File: config.mk
export PLATFORM = sky130hd
export DESIGN_NAME = hacd_core
export DESIGN_NICKNAME = d
export VERILOG_FILES = /design/src/hacd_cfg_pkg.sv /design/src/hacd_bus_pkg.sv /design/src/hacd_core.sv /design/src/hawk_att_table.sv /design/src/hawk_cpu_stall.sv /design/src/hawk_fifo.sv /design/src/hawk_list_init.sv /design/src/hawk_mc_arbiter.sv
export SDC_FILE = /design/constraint.sdc
export NUM_CORES = 1
export LEC_CHECK = 0
export ABC_AREA = 1
export BUFFER_PORTS_ARGS = -buffer_cell sky130_fd_sc_hd__buf_2
export CAP_MARGIN = 0
export CORE_MARGIN = 2
export CORE_UTILIZATION = 52
export DETAILED_ROUTE_END_ITERATION = 16
export PLACE_DENSITY = 0.74
export SLEW_MARGIN = 30
export SYNTH_ARGS = -nofsm -noshare
export SYNTH_HDL_FRONTEND = slang
export SYNTH_SLANG_ARGS = --single-unit
export TNS_END_PERCENT = 20
File: constraint.sdc
create_clock -name clk_i -period 5.7 [get_ports clk_i]
set_clock_uncertainty 0.15 [all_clocks]
set_input_delay 1.14 -clock clk_i [delete_from_list [all_inputs] [get_ports clk_i]]
set_output_delay 1.14 -clock clk_i [all_outputs]
set_load 0.01 [all_outputs]
File: src/hacd_cfg_pkg.sv
//////////////////////////////
// configuration constants of the hawk traffic path
// address and data widths
// tracked page window and frame allocation base
// free-list region and queue depths
//////////////////////////////
`default_nettype none

package hacd_cfg_pkg;

   //////////////////////////////
   // bus widths
   //////////////////////////////
   localparam int unsigned ADDR_W     = 32;  // byte address
   localparam int unsigned DATA_W     = 64;  // one data word per request
   localparam int unsigned LINE_BYTES = 8;   // bytes per data word

   //////////////////////////////
   // page window
   //////////////////////////////
   localparam int unsigned PAGE_BITS  = 12;  // 4k pages
   localparam int unsigned VPN_W      = 4;   // tracked page index
   localparam int unsigned NUM_PAGES  = 16;  // 2**VPN_W pages
   // the window is every address with zeros above PAGE_BITS+VPN_W
   localparam int unsigned FRAME_BASE = 64;  // first frame handed out

   //////////////////////////////
   // free-list region and depths
   //////////////////////////////
   localparam logic [ADDR_W-1:0] LIST_BASE = 32'h0008_0000;  // outside window and frames
   localparam int unsigned LIST_LINES  = 8;  // words zeroed after reset
   localparam int unsigned TAG_DEPTH   = 4;  // max outstanding mem requests
   localparam int unsigned CPU_Q_DEPTH = 2;  // cpu request queue

endpackage

`default_nettype wire

File: src/hacd_bus_pkg.sv
//////////////////////////////
// bus types of the hawk traffic path
// memory request and response words
// source tag of an issued request
// physical frame number
//////////////////////////////
`default_nettype none

package hacd_bus_pkg;

   import hacd_cfg_pkg::*;

   //////////////////////////////
   // request / response channels
   //////////////////////////////

   // one word per request, no bursts
   typedef struct packed {
      logic              wr;    // 1 write, 0 read
      logic [ADDR_W-1:0] addr;  // byte address
      logic [DATA_W-1:0] data;  // write data, don't care on reads
   } mem_req_t;

   // every request gets one response back, writes too
   typedef struct packed {
      logic [DATA_W-1:0] data;  // read data
   } mem_rsp_t;

   //////////////////////////////
   // arbitration and translation
   //////////////////////////////

   // who issued a request on the shared memory port
   typedef enum logic {
      SRC_HAWK = 1'b0,  // free-list init writer
      SRC_CPU  = 1'b1   // forwarded cpu traffic
   } src_tag_t;

   // physical frame number, upper address bits
   typedef logic [ADDR_W-PAGE_BITS-1:0] frame_t;

endpackage

`default_nettype wire

File: src/hacd_core.sv
//////////////////////////////
// hawk compression core, traffic path
// init writer, cpu stall unit, attribute table
// and memory port arbiter
//////////////////////////////
`default_nettype none

module hacd_core (
   input  logic                   clk_i,
   input  logic                   arst_n_i,
   input  logic                   hawk_inactive_i,
   // cpu side
   input  hacd_bus_pkg::mem_req_t cpu_req_i,
   input  logic                   cpu_req_valid_i,
   output logic                   cpu_req_ready_o,
   output hacd_bus_pkg::mem_rsp_t cpu_rsp_o,
   output logic                   cpu_rsp_valid_o,
   input  logic                   cpu_rsp_ready_i,
   // memory controller side
   output hacd_bus_pkg::mem_req_t mc_req_o,
   output logic                   mc_req_valid_o,
   input  logic                   mc_req_ready_i,
   input  hacd_bus_pkg::mem_rsp_t mc_rsp_i,
   input  logic                   mc_rsp_valid_i,
   output logic                   mc_rsp_ready_o,
   output logic                   init_done_o
);

   import hacd_cfg_pkg::*;
   import hacd_bus_pkg::*;

   mem_req_t           hawk_req, stall_req;           // master requests
   logic               hawk_valid, hawk_ready, hawk_rsp_valid;
   logic               stall_valid, stall_ready;
   logic [VPN_W-1:0]   lkup_vpn;                      // stall unit to table
   logic               lkup_hit, alloc;
   frame_t             lkup_frame;

   hawk_list_init u_hawk_list_init (
      .clk_i (clk_i), .arst_n_i (arst_n_i), .hawk_inactive_i (hawk_inactive_i),
      .req_o (hawk_req), .req_valid_o (hawk_valid), .req_ready_i (hawk_ready),
      .rsp_valid_i (hawk_rsp_valid), .init_done_o (init_done_o)
   );

   hawk_cpu_stall u_hawk_cpu_stall (
      .clk_i (clk_i), .arst_n_i (arst_n_i), .hawk_inactive_i (hawk_inactive_i),
      .init_done_i (init_done_o),
      .cpu_req_i (cpu_req_i), .cpu_req_valid_i (cpu_req_valid_i),
      .cpu_req_ready_o (cpu_req_ready_o),
      .fwd_req_o (stall_req), .fwd_valid_o (stall_valid), .fwd_ready_i (stall_ready),
      .lookup_vpn_o (lkup_vpn), .hit_i (lkup_hit), .frame_i (lkup_frame), .alloc_o (alloc)
   );

   hawk_att_table u_hawk_att_table (
      .clk_i (clk_i), .arst_n_i (arst_n_i), .lookup_vpn_i (lkup_vpn),
      .hit_o (lkup_hit), .frame_o (lkup_frame), .alloc_i (alloc)
   );

   hawk_mc_arbiter u_hawk_mc_arbiter (
      .clk_i (clk_i), .arst_n_i (arst_n_i),
      .hawk_req_i (hawk_req), .hawk_valid_i (hawk_valid), .hawk_ready_o (hawk_ready),
      .hawk_rsp_valid_o (hawk_rsp_valid),
      .cpu_req_i (stall_req), .cpu_valid_i (stall_valid), .cpu_ready_o (stall_ready),
      .mc_req_o (mc_req_o), .mc_req_valid_o (mc_req_valid_o), .mc_req_ready_i (mc_req_ready_i),
      .mc_rsp_i (mc_rsp_i), .mc_rsp_valid_i (mc_rsp_valid_i), .mc_rsp_ready_o (mc_rsp_ready_o),
      .cpu_rsp_o (cpu_rsp_o), .cpu_rsp_valid_o (cpu_rsp_valid_o),
      .cpu_rsp_ready_i (cpu_rsp_ready_i)
   );

endmodule

`default_nettype wire

File: src/hawk_att_table.sv
//////////////////////////////
// page attribute table
// valid bit and frame per tracked page
// free frame pointer, first-touch allocation
//////////////////////////////
`default_nettype none

module hawk_att_table (
   input  logic                           clk_i,
   input  logic                           arst_n_i,
   input  logic [hacd_cfg_pkg::VPN_W-1:0] lookup_vpn_i,
   output logic                           hit_o,
   output hacd_bus_pkg::frame_t           frame_o,
   input  logic                           alloc_i
);

   import hacd_cfg_pkg::*;
   import hacd_bus_pkg::*;

   logic [NUM_PAGES-1:0] valid_q;                // page mapped
   frame_t               frame_mem [NUM_PAGES];  // frame per page
   frame_t               free_q;                 // next free frame

   //////////////////////////////
   // lookup, same cycle
   //////////////////////////////
   assign hit_o   = valid_q[lookup_vpn_i];
   assign frame_o = frame_mem[lookup_vpn_i];  // only meaningful on hit

   //////////////////////////////
   // allocation
   //////////////////////////////

   // frame store, written once per page on its first touch
   always_ff @(posedge clk_i) begin
      if (alloc_i) frame_mem[lookup_vpn_i] <= free_q;
   end

   // frames handed out strictly in order
   always_ff @(posedge clk_i or negedge arst_n_i) begin
      if (!arst_n_i) begin
         valid_q <= '0;                  // nothing mapped
         free_q  <= frame_t'(FRAME_BASE);
      end else if (alloc_i) begin
         valid_q[lookup_vpn_i] <= 1'b1;
         free_q                <= free_q + 1'b1;
      end
   end

endmodule

`default_nettype wire

File: src/hawk_cpu_stall.sv
//////////////////////////////
// cpu request stall unit
// request queue held until init is done
// window check and page translation
// forward register towards the arbiter
//////////////////////////////
`default_nettype none

module hawk_cpu_stall (
   input  logic                           clk_i,
   input  logic                           arst_n_i,
   input  logic                           hawk_inactive_i,
   input  logic                           init_done_i,
   input  hacd_bus_pkg::mem_req_t         cpu_req_i,
   input  logic                           cpu_req_valid_i,
   output logic                           cpu_req_ready_o,
   output hacd_bus_pkg::mem_req_t         fwd_req_o,
   output logic                           fwd_valid_o,
   input  logic                           fwd_ready_i,
   output logic [hacd_cfg_pkg::VPN_W-1:0] lookup_vpn_o,
   input  logic                           hit_i,
   input  hacd_bus_pkg::frame_t           frame_i,
   output logic                           alloc_o
);

   import hacd_cfg_pkg::*;
   import hacd_bus_pkg::*;

   typedef enum logic [1:0] {
      ST_IDLE,   // looking at queue head
      ST_ALLOC,  // frame just allocated, table hits now
      ST_SEND    // translated request offered
   } state_e;

   state_e   state_q, state_d;
   mem_req_t head, xlat_req;
   logic     q_push, q_pop, q_full, q_empty;
   logic     rdy_en_q;  // keeps ready low through reset
   logic     go, head_rdy, in_window, need_alloc;

   hawk_fifo #(
      .item_t (mem_req_t),
      .DEPTH  (CPU_Q_DEPTH)
   ) u_cpu_q (
      .clk_i    (clk_i),
      .arst_n_i (arst_n_i),
      .push_i   (q_push),
      .data_i   (cpu_req_i),
      .full_o   (q_full),
      .pop_i    (q_pop),
      .data_o   (head),
      .empty_o  (q_empty)
   );

   assign cpu_req_ready_o = rdy_en_q & ~q_full;
   assign q_push          = cpu_req_valid_i & cpu_req_ready_o;

   //////////////////////////////
   // window check / translation
   //////////////////////////////
   assign go           = hawk_inactive_i | init_done_i;  // inactive bypasses init
   assign head_rdy     = ~q_empty & go;
   assign in_window    = ~hawk_inactive_i & (head.addr[ADDR_W-1:PAGE_BITS+VPN_W] == '0);
   assign lookup_vpn_o = head.addr[PAGE_BITS +: VPN_W];
   assign need_alloc   = in_window & ~hit_i;  // first touch of this page

   always_comb begin
      xlat_req = head;
      if (in_window) xlat_req.addr = {frame_i, head.addr[PAGE_BITS-1:0]};  // offset kept
   end

   //////////////////////////////
   // fsm
   //////////////////////////////
   always_comb begin
      state_d = state_q;
      alloc_o = 1'b0;
      q_pop   = 1'b0;
      case (state_q)
         ST_IDLE: begin
            if (head_rdy && need_alloc) begin
               alloc_o = 1'b1;  // table takes next frame on this edge
               state_d = ST_ALLOC;
            end else if (head_rdy) begin
               q_pop   = 1'b1;
               state_d = ST_SEND;
            end
         end
         ST_ALLOC: begin
            q_pop   = 1'b1;     // lookup hits with the new frame
            state_d = ST_SEND;
         end
         ST_SEND: begin
            if (fwd_ready_i) state_d = ST_IDLE;
         end
         default: state_d = ST_IDLE;
      endcase
   end

   assign fwd_valid_o = (state_q == ST_SEND);

   always_ff @(posedge clk_i) begin
      if (q_pop) fwd_req_o <= xlat_req;  // held stable until accepted
   end

   always_ff @(posedge clk_i or negedge arst_n_i) begin
      if (!arst_n_i) begin
         state_q  <= ST_IDLE;
         rdy_en_q <= 1'b0;
      end else begin
         state_q  <= state_d;
         rdy_en_q <= 1'b1;
      end
   end

endmodule

`default_nettype wire

File: src/hawk_fifo.sv
//////////////////////////////
// small synchronous fifo
// type parameter for the payload
// circular buffer with occupancy count
//////////////////////////////
`default_nettype none

module hawk_fifo #(
   parameter type         item_t = logic,
   parameter int unsigned DEPTH  = 2
) (
   input  logic  clk_i,
   input  logic  arst_n_i,
   input  logic  push_i,
   input  item_t data_i,
   output logic  full_o,
   input  logic  pop_i,
   output item_t data_o,
   output logic  empty_o
);

   localparam int unsigned PTR_W = (DEPTH > 1) ? $clog2(DEPTH) : 1;
   localparam int unsigned CNT_W = $clog2(DEPTH + 1);

   item_t            mem_q [DEPTH];  // payload storage
   logic [PTR_W-1:0] wr_ptr_q, rd_ptr_q;
   logic [CNT_W-1:0] cnt_q;            // occupancy
   logic             do_push, do_pop;

   assign full_o  = (cnt_q == CNT_W'(DEPTH));
   assign empty_o = (cnt_q == '0);
   assign data_o  = mem_q[rd_ptr_q];  // head of queue, read comb

   assign do_push = push_i & ~full_o;   // push on full dropped
   assign do_pop  = pop_i & ~empty_o;   // pop on empty dropped

   always_ff @(posedge clk_i) begin
      if (do_push) mem_q[wr_ptr_q] <= data_i;
   end

   // pointers wrap at DEPTH, not at a power of two
   always_ff @(posedge clk_i or negedge arst_n_i) begin
      if (!arst_n_i) begin
         wr_ptr_q <= '0;
         rd_ptr_q <= '0;
         cnt_q    <= '0;
      end else begin
         if (do_push) wr_ptr_q <= (wr_ptr_q == PTR_W'(DEPTH - 1)) ? '0 : wr_ptr_q + 1'b1;
         if (do_pop) rd_ptr_q <= (rd_ptr_q == PTR_W'(DEPTH - 1)) ? '0 : rd_ptr_q + 1'b1;
         if (do_push && !do_pop) cnt_q <= cnt_q + 1'b1;
         else if (do_pop && !do_push) cnt_q <= cnt_q - 1'b1;
      end
   end

endmodule

`default_nettype wire

File: src/hawk_list_init.sv
//////////////////////////////
// free-list init writer
// zero writes over the list region after reset
// counts write acks, flags done
//////////////////////////////
`default_nettype none

module hawk_list_init (
   input  logic                   clk_i,
   input  logic                   arst_n_i,
   input  logic                   hawk_inactive_i,
   output hacd_bus_pkg::mem_req_t req_o,
   output logic                   req_valid_o,
   input  logic                   req_ready_i,
   input  logic                   rsp_valid_i,
   output logic                   init_done_o
);

   import hacd_cfg_pkg::*;

   localparam int unsigned CNT_W = $clog2(LIST_LINES + 1);

   logic [CNT_W-1:0] line_cnt_q, line_cnt_d;  // writes issued
   logic [CNT_W-1:0] rsp_cnt_q, rsp_cnt_d;    // acks seen
   logic             valid_q, done_q;
   logic             issue;

   assign req_valid_o = valid_q;
   assign init_done_o = done_q;
   assign issue       = valid_q & req_ready_i;

   // line i goes to LIST_BASE + i*LINE_BYTES
   always_comb begin
      req_o.wr   = 1'b1;
      req_o.addr = LIST_BASE + ADDR_W'(line_cnt_q) * ADDR_W'(LINE_BYTES);
      req_o.data = '0;
   end

   assign line_cnt_d = line_cnt_q + CNT_W'(issue);
   assign rsp_cnt_d  = rsp_cnt_q + CNT_W'(rsp_valid_i && (rsp_cnt_q != CNT_W'(LIST_LINES)));

   always_ff @(posedge clk_i or negedge arst_n_i) begin
      if (!arst_n_i) begin
         line_cnt_q <= '0;
         rsp_cnt_q  <= '0;
         valid_q    <= 1'b0;  // first write one cycle after release
         done_q     <= 1'b0;
      end else begin
         line_cnt_q <= line_cnt_d;
         rsp_cnt_q  <= rsp_cnt_d;
         valid_q    <= ~hawk_inactive_i & (line_cnt_d != CNT_W'(LIST_LINES));
         // sticky, never set while inactive
         if (!hawk_inactive_i && (line_cnt_d == CNT_W'(LIST_LINES)) &&
             (rsp_cnt_d == CNT_W'(LIST_LINES))) begin
            done_q <= 1'b1;
         end
      end
   end

endmodule

`default_nettype wire

File: src/hawk_mc_arbiter.sv
//////////////////////////////
// memory port arbiter
// fixed priority, hawk over cpu
// source tag queue for in-order response steering
//////////////////////////////
`default_nettype none

module hawk_mc_arbiter (
   input  logic                   clk_i,
   input  logic                   arst_n_i,
   // hawk master
   input  hacd_bus_pkg::mem_req_t hawk_req_i,
   input  logic                   hawk_valid_i,
   output logic                   hawk_ready_o,
   output logic                   hawk_rsp_valid_o,
   // cpu master, from the stall unit
   input  hacd_bus_pkg::mem_req_t cpu_req_i,
   input  logic                   cpu_valid_i,
   output logic                   cpu_ready_o,
   // memory controller
   output hacd_bus_pkg::mem_req_t mc_req_o,
   output logic                   mc_req_valid_o,
   input  logic                   mc_req_ready_i,
   input  hacd_bus_pkg::mem_rsp_t mc_rsp_i,
   input  logic                   mc_rsp_valid_i,
   output logic                   mc_rsp_ready_o,
   // cpu response channel
   output hacd_bus_pkg::mem_rsp_t cpu_rsp_o,
   output logic                   cpu_rsp_valid_o,
   input  logic                   cpu_rsp_ready_i
);

   import hacd_cfg_pkg::*;
   import hacd_bus_pkg::*;

   src_tag_t push_tag, head_tag;
   logic     tag_full, tag_empty, tag_push, tag_pop;
   logic     rsp_hawk, rsp_cpu;

   //////////////////////////////
   // request side
   //////////////////////////////
   assign mc_req_valid_o = (hawk_valid_i | cpu_valid_i) & ~tag_full;  // no room, no issue
   assign mc_req_o       = hawk_valid_i ? hawk_req_i : cpu_req_i;
   assign hawk_ready_o   = mc_req_ready_i & ~tag_full;
   assign cpu_ready_o    = mc_req_ready_i & ~tag_full & ~hawk_valid_i;

   assign push_tag = hawk_valid_i ? SRC_HAWK : SRC_CPU;
   assign tag_push = mc_req_valid_o & mc_req_ready_i;  // memory handshake

   hawk_fifo #(
      .item_t (src_tag_t),
      .DEPTH  (TAG_DEPTH)
   ) u_tag_q (
      .clk_i    (clk_i),
      .arst_n_i (arst_n_i),
      .push_i   (tag_push),
      .data_i   (push_tag),
      .full_o   (tag_full),
      .pop_i    (tag_pop),
      .data_o   (head_tag),
      .empty_o  (tag_empty)
   );

   //////////////////////////////
   // response side
   //////////////////////////////
   assign rsp_hawk = ~tag_empty & (head_tag == SRC_HAWK);
   assign rsp_cpu  = ~tag_empty & (head_tag == SRC_CPU);

   assign mc_rsp_ready_o   = rsp_hawk | (rsp_cpu & cpu_rsp_ready_i);  // hawk never stalls
   assign cpu_rsp_o        = mc_rsp_i;
   assign cpu_rsp_valid_o  = mc_rsp_valid_i & rsp_cpu;
   assign hawk_rsp_valid_o = mc_rsp_valid_i & rsp_hawk;  // write ack pulse
   assign tag_pop          = mc_rsp_valid_i & mc_rsp_ready_o;

endmodule

`default_nettype wire

==> metrics.cfg, run 1 <==
[outcome]
status = completed

[clock_network]
postCtsHoldBufs = 0
cts_resized = 0
postCtsSetupRepairBufs = 0
cts_tree = built
clkSlewWorstSetupHoldPaths_ns = 0.06
numCtsBuffers = 67
clk_path_buf_depth = 3
cts-root-buf = clkbuf_16
clock-sinks = 675
insertion_delay_ns = 0.62
htree_levels = 3

[grt]
grt_overflow = 0
grt_pass1_vias = 16703
grt_max_degree = 90
grt_pass1_wl_um = 97900
track_usage_pct = 24.4
antenna_found_initial = 9

[power_and_ir_drop]
swShare_pct = 31.3
pwr_density_cell_nw_per_um2 = 448
switching_power_mw = 4.29
power_mw = 13.7
clockPowerShare_pct = 32.0
ir_drop_v = 0.000320
combPwrFrac_pct = 21.6
leakage_nw = 12.4
intPower_mw = 9.42
p_seq_share_pct = 46.5

[floorplanning]
core_um2 = 51300
io_pins = 334
rows = 83
die_h_um = 232
die-area_um2 = 53600
start_util_pct = 52.5
die_width_um = 232

[layout]
final_net_count = 2450
syn2layout_area_growth_pct = 13.6
layout_commonest_cell = edfxtp_1
layout_common_cells = edfxtp_1 (615), nand2_1 (585), buf_2 (204), inv_1 (167), nor2_1 (153)
design_area_um2 = 30600
final_layout_size_suffix_gt1_share_pct = 17.8

[synth]
synth_seq_cells = 675
synth_top_area_share_pct = 68.6
ys_seq_area_share_pct = 74.2
yosysUniqueCellTypes = 41
yosys_warnings = 0
postSynthAreaPerCell_um2 = 12.8
synthesis.area_um2 = 26900
synth_top_area_cell = edfxtp_1
syn_nets = 2288
syn-instance-count = 2107
synthTopCellsByArea = edfxtp_1 (69%), nand2_1 (8.2%), dfrtp_1 (5.5%)

[timing]
finalHoldViolCount = 0
fin_crit_ns = 4.11
slew_headroom_pct = 41.7
finalCritPeriodShare_pct = 72.2
drv_slew = 0
setup_slack_ns = 1.59
max_freq_ghz = 0.243
max_slew.worst_pin.slew_ns = 0.873
tns_ns = 0
rsz0062_at_grt = no
setup_viol = 0

[min_path]
min_path_cells = 1
hp-class = reg2reg

[setup_path]
critPathKind = reg2reg
required_ns = 5.85
path_max_fanout = 41
worstSetupStartpointType = register
crit_path_end_kind = register
worstRegToRegCells = 12
worstPathArrival_ns = 4.26

[placement]
placed_cell_area_um2 = 28400
numPortBuffers = 205
detailedPlace.worstSlack_ns = 1.59
gp_congestion = 0.877
dp_hpwl_um = 40200

[detailed_routing]
drt_first_pass_iters = 6
first_iter_violations = 1707
drcViolationCount = 0
vias_per_cell = 5.57
vias = 16737
routedWlPerCell_um = 21.9
ant_nets = 0
wirelength_um = 65800

[job]
cap_violations = 0

[through the flow]
step,util (%),std cells,hold WS [ns]
after floorplan,-,2107,0.293
after global placement,55.2,2877,0.309
after detailed placement,55.4,2880,0.310
after CTS,59.6,3001,0.331
after global routing,59.6,3004,0.342
final,59.6,3004,0.330
[logic make-up (layout without fill, tap and decap cells)]
| family | Yosys count | after routing | share of synthesized area, % |
|---|---|---|---|
| adders and majority gates | 13 | 13 | 0.632 |
| AOI/OAI and AO/OA | 216 | 216 | 5.82 |
| other | 1 | 4 | 0.0139 |
| buffers and inverters | 319 | 533 | 5.74 |
| DFF | 675 | 675 | 74.2 |
| xor gates and xnor gates | 25 | 25 | 0.813 |
| and+or+nand+nor | 857 | 857 | 12.8 |
| muxes | 1 | 1 | 0.0418 |
[final timing paths]
check,to,start,slack [ns]
max in group asynchronous,u_hawk_list_init.rsp_cnt_q[2],arst_n_i,4.24
worst max-delay path,u_hawk_att_table.frame_mem[3][8],u_hawk_cpu_stall.u_cpu_q.rd_ptr_q,1.59
worst min register to register,u_hawk_att_table.valid_q[1],u_hawk_att_table.valid_q[1],0.33
worst max register to register,u_hawk_att_table.frame_mem[3][8],u_hawk_cpu_stall.u_cpu_q.rd_ptr_q,1.59
min in group asynchronous,u_hawk_att_table.free_q[0],arst_n_i,0.41
worst min-delay path,u_hawk_att_table.valid_q[1],u_hawk_att_table.valid_q[1],0.33
[cells in the mapped netlist]
library cell	n
a21boi_0	1
a21boi_1	1
a21oi_1	38
a22oi_1	127
and3_1	1
buf_1	5
buf_2	29
buf_4	67
buf_6	8
clkbuf_1	40
clkinv_2	1
conb_1	1
dfrtp_1	59
dfstp_2	1
edfxtp_1	615
fa_1	1
ha_1	12
inv_1	167
inv_2	2
mux2_2	1
nand2_1	586
nand2_2	2
nand2_4	1
nand3_1	31
nand3_2	1
nand3_4	1
nand4_1	29
nor2_1	160
nor2_2	1
nor2_4	1
nor3_1	32
nor3b_1	3
nor4_1	3
o21ai_0	13
o21ai_1	3
o21ai_2	16
o21bai_1	1
o21bai_2	16
or2_2	5
xnor2_1	12
xor2_1	13
[sequential cells by signal (all words and copies together) (netlist names), 4 cells and up]
name / cells
u_hawk_list_init.line_cnt_q: 4
u_hawk_mc_arbiter.u_tag_q.mem_q: 4
u_hawk_cpu_stall.fwd_req_o: 97
u_hawk_att_table.valid_q: 16
u_hawk_list_init.rsp_cnt_q: 4
u_hawk_cpu_stall.u_cpu_q.mem_q: 194
u_hawk_att_table.free_q: 20
u_hawk_att_table.frame_mem: 320
[power groups by stage]
| stage | combinational (mW) | sequential (mW) | clock, mW |
|---|---|---|---|
| CTS | 2.95 | 6.36 | 4.43 |
| finish | 2.95 | 6.37 | 4.38 |
| global placement | 2.82 | 6.44 | 0 |
| global route | 3.22 | 6.42 | 4.62 |
| detailed placement | 2.93 | 6.46 | 0 |
| floorplan | 1.94 | 6.39 | 0 |
[final cells by class]
class                   instances  area [µm²]
well taps                     680         851
diodes                          3        7.51
multi-input cells            1113        5550
clock buffers                  89        1840
clock inverters                32         322
flip-flops and latches        675       20000
inverters                     170         639
repair buffers                242        1400
fillers                      3906       20700
[worst max-delay path: stages (launching register included)]
cell	delay, ns
dfrtp_4	0.72
inv_2	0.41
o21ai_0	0.38
nand2_1	0.13
nor2_1	0.15
nand3_2	0.07
buf_4	0.23
nor2_1	0.12
nand2_1	0.10
clkinv_2	0.13
nand2_4	0.19
nor3_2	0.65
buf_4	0.32
[metal layers]
metal | GRT usage, % | part of all wire (%) | vias up
met2 | 39.5 | 48 | 793
met1 | 30.1 | 37 | 8142
li1 | - | - | 7531
met4 | 14.2 | 5.7 | 8
met3 | 5.95 | 8.9 | 263
met5 | 0 | 0.073 | -
No activity file was read; power rests on OpenSTA's default activity.
==> run 2: changes to the inputs <==
==> constraint.sdc (replaced) <==
create_clock -name clk_i -period 3.4 [get_ports clk_i]
set_clock_uncertainty 0.15 [all_clocks]
set_input_delay 0.68 -clock clk_i [delete_from_list [all_inputs] [get_ports clk_i]]
set_output_delay 0.68 -clock clk_i [all_outputs]
set_load 0.01 [all_outputs]
==> run 2 against run 1 <==
Via count is 2.3% higher. Sequential share of layout area is 0.86 points lower. Critical path type is now reg2out. Cell count is 1.8% higher. Non-clock buffer count rose by 48. Register-to-register slack worse by 1.4 ns. Flip-flop and latch count unchanged. Critical path depth decreased by 9. Largest power group unchanged. Highest routed layer unchanged. Setup slack worse by 1.4 ns. Total power is 68% higher. Routed wire length is 1.6% higher. Utilization is 0.80 points higher.
==> metrics.cfg, run 2 (synthesis gave the netlist of run 1 again) <==
[layout]
top_regs = u_hawk_att_table.frame_mem x320, u_hawk_cpu_stall.u_cpu_q.mem_q x194, u_hawk_cpu_stall.fwd_req_o x97  ; unchanged
final_net_count = 2499  ; was 2,450
syn2layout_area_growth_pct = 15.1  ; was 13.6%
layout_common_cells = edfxtp_1 (615), nand2_1 (585), buf_2 (204), inv_1 (167), nor2_1 (153)  ; unchanged
largest-register = u_hawk_att_table.frame_mem  ; unchanged
final_layout_size_suffix_gt1_share_pct = 19.4  ; was 17.8%
layout_commonest_cell = edfxtp_1  ; unchanged
largest_reg_flops = 320  ; unchanged

[power_and_ir_drop]
switching_power_mw = 7.26  ; was 4.29 mW
leakage_nw = 12.8  ; was 12.4 nW
swShare_pct = 31.5  ; was 31.3%
pwr_density_cell_nw_per_um2 = 743  ; was 448 nW/µm²
combPwrFrac_pct = 22.3  ; was 21.6%
clockPowerShare_pct = 31.7  ; was 32.0%
ir_drop_v = 0.000884  ; was 0.000320 V
p_seq_share_pct = 45.9  ; was 46.5%
power_mw = 23.0  ; was 13.7 mW
intPower_mw = 15.8  ; was 9.42 mW

[placement]
dp_hpwl_um = 43600  ; was 40,200 µm
gp_congestion = 0.866  ; was 0.877
numPortBuffers = 205  ; unchanged

[detailed_routing]
wirelength_um = 66800  ; was 65,800 µm
drt_first_pass_iters = 6  ; unchanged
routedWlPerCell_um = 21.8  ; was 21.9 µm
vias_per_cell = 5.60  ; was 5.57
vias = 17119  ; was 16,737
drcViolationCount = 0  ; unchanged
first_iter_violations = 2045  ; was 1,707
ant_nets = 0  ; unchanged

[floorplanning]
die_h_um = 232  ; unchanged
io_pins = 334  ; unchanged
start_util_pct = 52.5  ; unchanged
die_width_um = 232  ; unchanged
rows = 83  ; unchanged
core_um2 = 51300  ; unchanged
die-area_um2 = 53600  ; unchanged

[timing]
max_slew.worst_pin.slew_ns = 0.862  ; was 0.873 ns
setup_viol = 0  ; unchanged
slew_headroom_pct = 42.6  ; was 41.7%
finalCritPeriodShare_pct = 95.6
finalHoldViolCount = 0  ; unchanged
max_freq_ghz = 0.308
tns_ns = 0  ; unchanged
drv_slew = 0  ; unchanged
fin_crit_ns = 3.25
rsz0062_at_grt = no  ; unchanged

[grt]
grt_pass1_wl_um = 100000  ; was 97,900 µm
grt_overflow = 0  ; unchanged
antenna_found_initial = 9  ; unchanged
grt_max_degree = 99  ; was 90
track_usage_pct = 24.9  ; was 24.4%
grt_pass1_vias = 16757  ; was 16,703

[clock_network]
numCtsBuffers = 68  ; was 67
htree_levels = 3  ; unchanged
clk_path_buf_depth = 3  ; unchanged
cts-root-buf = clkbuf_16  ; unchanged
cts_tree = built  ; unchanged
insertion_delay_ns = 0.62  ; about the same
clkSlewWorstSetupHoldPaths_ns = 0.06  ; about the same
clock-sinks = 675  ; unchanged

[setup_path]
timing.rr.start = u_hawk_cpu_stall.u_cpu_q.rd_ptr_q  ; unchanged
critPathKind = reg2out  ; was reg2reg
r2r_slack_ns = 0.18  ; was 1.59 ns
required_ns = 2.57  ; was 5.85 ns
worstRegToRegCells = 12  ; unchanged
worstSetupStartpointType = register  ; unchanged
worstPathArrival_ns = 2.42  ; was 4.26 ns
path_max_fanout = 74  ; was 41
crit_path_end_kind = output port  ; was register
reg2reg_to = u_hawk_att_table.frame_mem[13][6]  ; was u_hawk_att_table.frame_mem[3][8]

[outcome]
status = completed  ; unchanged

[min_path]
hp-class = in2reg  ; was reg2reg
hold_end = u_hawk_cpu_stall.u_cpu_q.mem_q[0][51]  ; was u_hawk_att_table.valid_q[1]
min_path_cells = 1  ; unchanged
worstHoldStart = cpu_req_i[51]  ; was u_hawk_att_table.valid_q[1]

[job]
cap_violations = 0  ; unchanged

-- run 2: cell count changes in the layout (fill, tap and decap cells not counted), sizes merged, moves of 2 or more --
cell and delta:
bufinv -2, buf +46, inv +6, diode +3
-- run 2: cell type report --
| class | count | area (µm²) |
|---|---|---|
| antenna | 6 | 15.0 |
| clock buffer | 89 | 1830 |
| clock inverter | 36 | 327 |
| fill | 3849 | 20300 |
| inverter | 170 | 639 |
| multi-input combinational | 1113 | 5570 |
| sequential | 675 | 20000 |
| tap | 680 | 851 |
| timing repair buffer | 290 | 1790 |
-- run 2: power by group through the flow --
stage | clock network (mW) | registers, mW | logic [mW]
final | 7.31 | 10.6 | 5.15
after detailed placement | 0 | 10.8 | 5.03
after CTS | 7.38 | 10.6 | 5.07
after floorplan | 0 | 10.7 | 3.20
after global routing | 7.73 | 10.7 | 5.62
after global placement | 0 | 10.7 | 4.90
-- run 2: worst max-delay path, stage by stage, from the launching register on --
cell	delay [ns]
dfrtp_4	0.62
buf_4	0.68
nor2_1	0.20
buf_2	0.20
-- run 2: worst max-delay path by stage --
stage,startpoint,end,slack (ns),cells past startpoint
2_1_floorplan,u_hawk_cpu_stall.u_cpu_q.cnt_q[0],u_hawk_cpu_stall.u_cpu_q.mem_q[0][0],-0.72,4
3_3_place_gp,u_hawk_cpu_stall.u_cpu_q.rd_ptr_q,u_hawk_att_table.frame_mem[10][15],0.26,15
3_5_place_dp,u_hawk_cpu_stall.u_cpu_q.rd_ptr_q,u_hawk_att_table.frame_mem[10][15],0.14,15
4_1_cts,u_hawk_cpu_stall.u_cpu_q.rd_ptr_q,u_hawk_att_table.frame_mem[13][6],0.07,15
5_1_grt,u_hawk_cpu_stall.u_cpu_q.rd_ptr_q,u_hawk_cpu_stall.u_cpu_q.cnt_q[1],0.01,16
6_report,u_hawk_list_init.req_valid_o,mc_req_o[6],0.15,3
-- run 2: what timing repair did --
item                                    4_1_cts  5_1_grt
endpoints found under the hold margin         0       29
endpoints found under the setup margin        0      415
setup buffers                                 0        1
gates resized for setup                       0        6
hold buffers                                  0        1
-- run 2: metrics by stage --
step | instance area [µm²] | worst slack (ns) | utilization (%) | cells | hold WS [ns]
6_report | 31000 | 0.150 | 60.4 | 3059 | 0.0991
5_1_grt | 31000 | 0.0112 | 60.4 | 3058 | 0.0788
4_1_cts | 30900 | 0.0676 | 60.3 | 3051 | 0.0641
3_5_place_dp | 28800 | 0.138 | 56.1 | 2926 | 0.313
3_3_place_gp | 28800 | 0.257 | 56.1 | 2926 | 0.316
2_1_floorplan | 26900 | -0.721 | - | 2107 | 0.234
-- run 2: metal layers --
layer | track usage [%] | vias up | share of wire [%]
met2 | 39.4 | 887 | 48
met4 | 12.4 | 6 | 4.8
li1 | - | 7640 | -
met3 | 5.73 | 201 | 9.3
met5 | 0 | - | 0.061
met1 | 32.6 | 8385 | 38
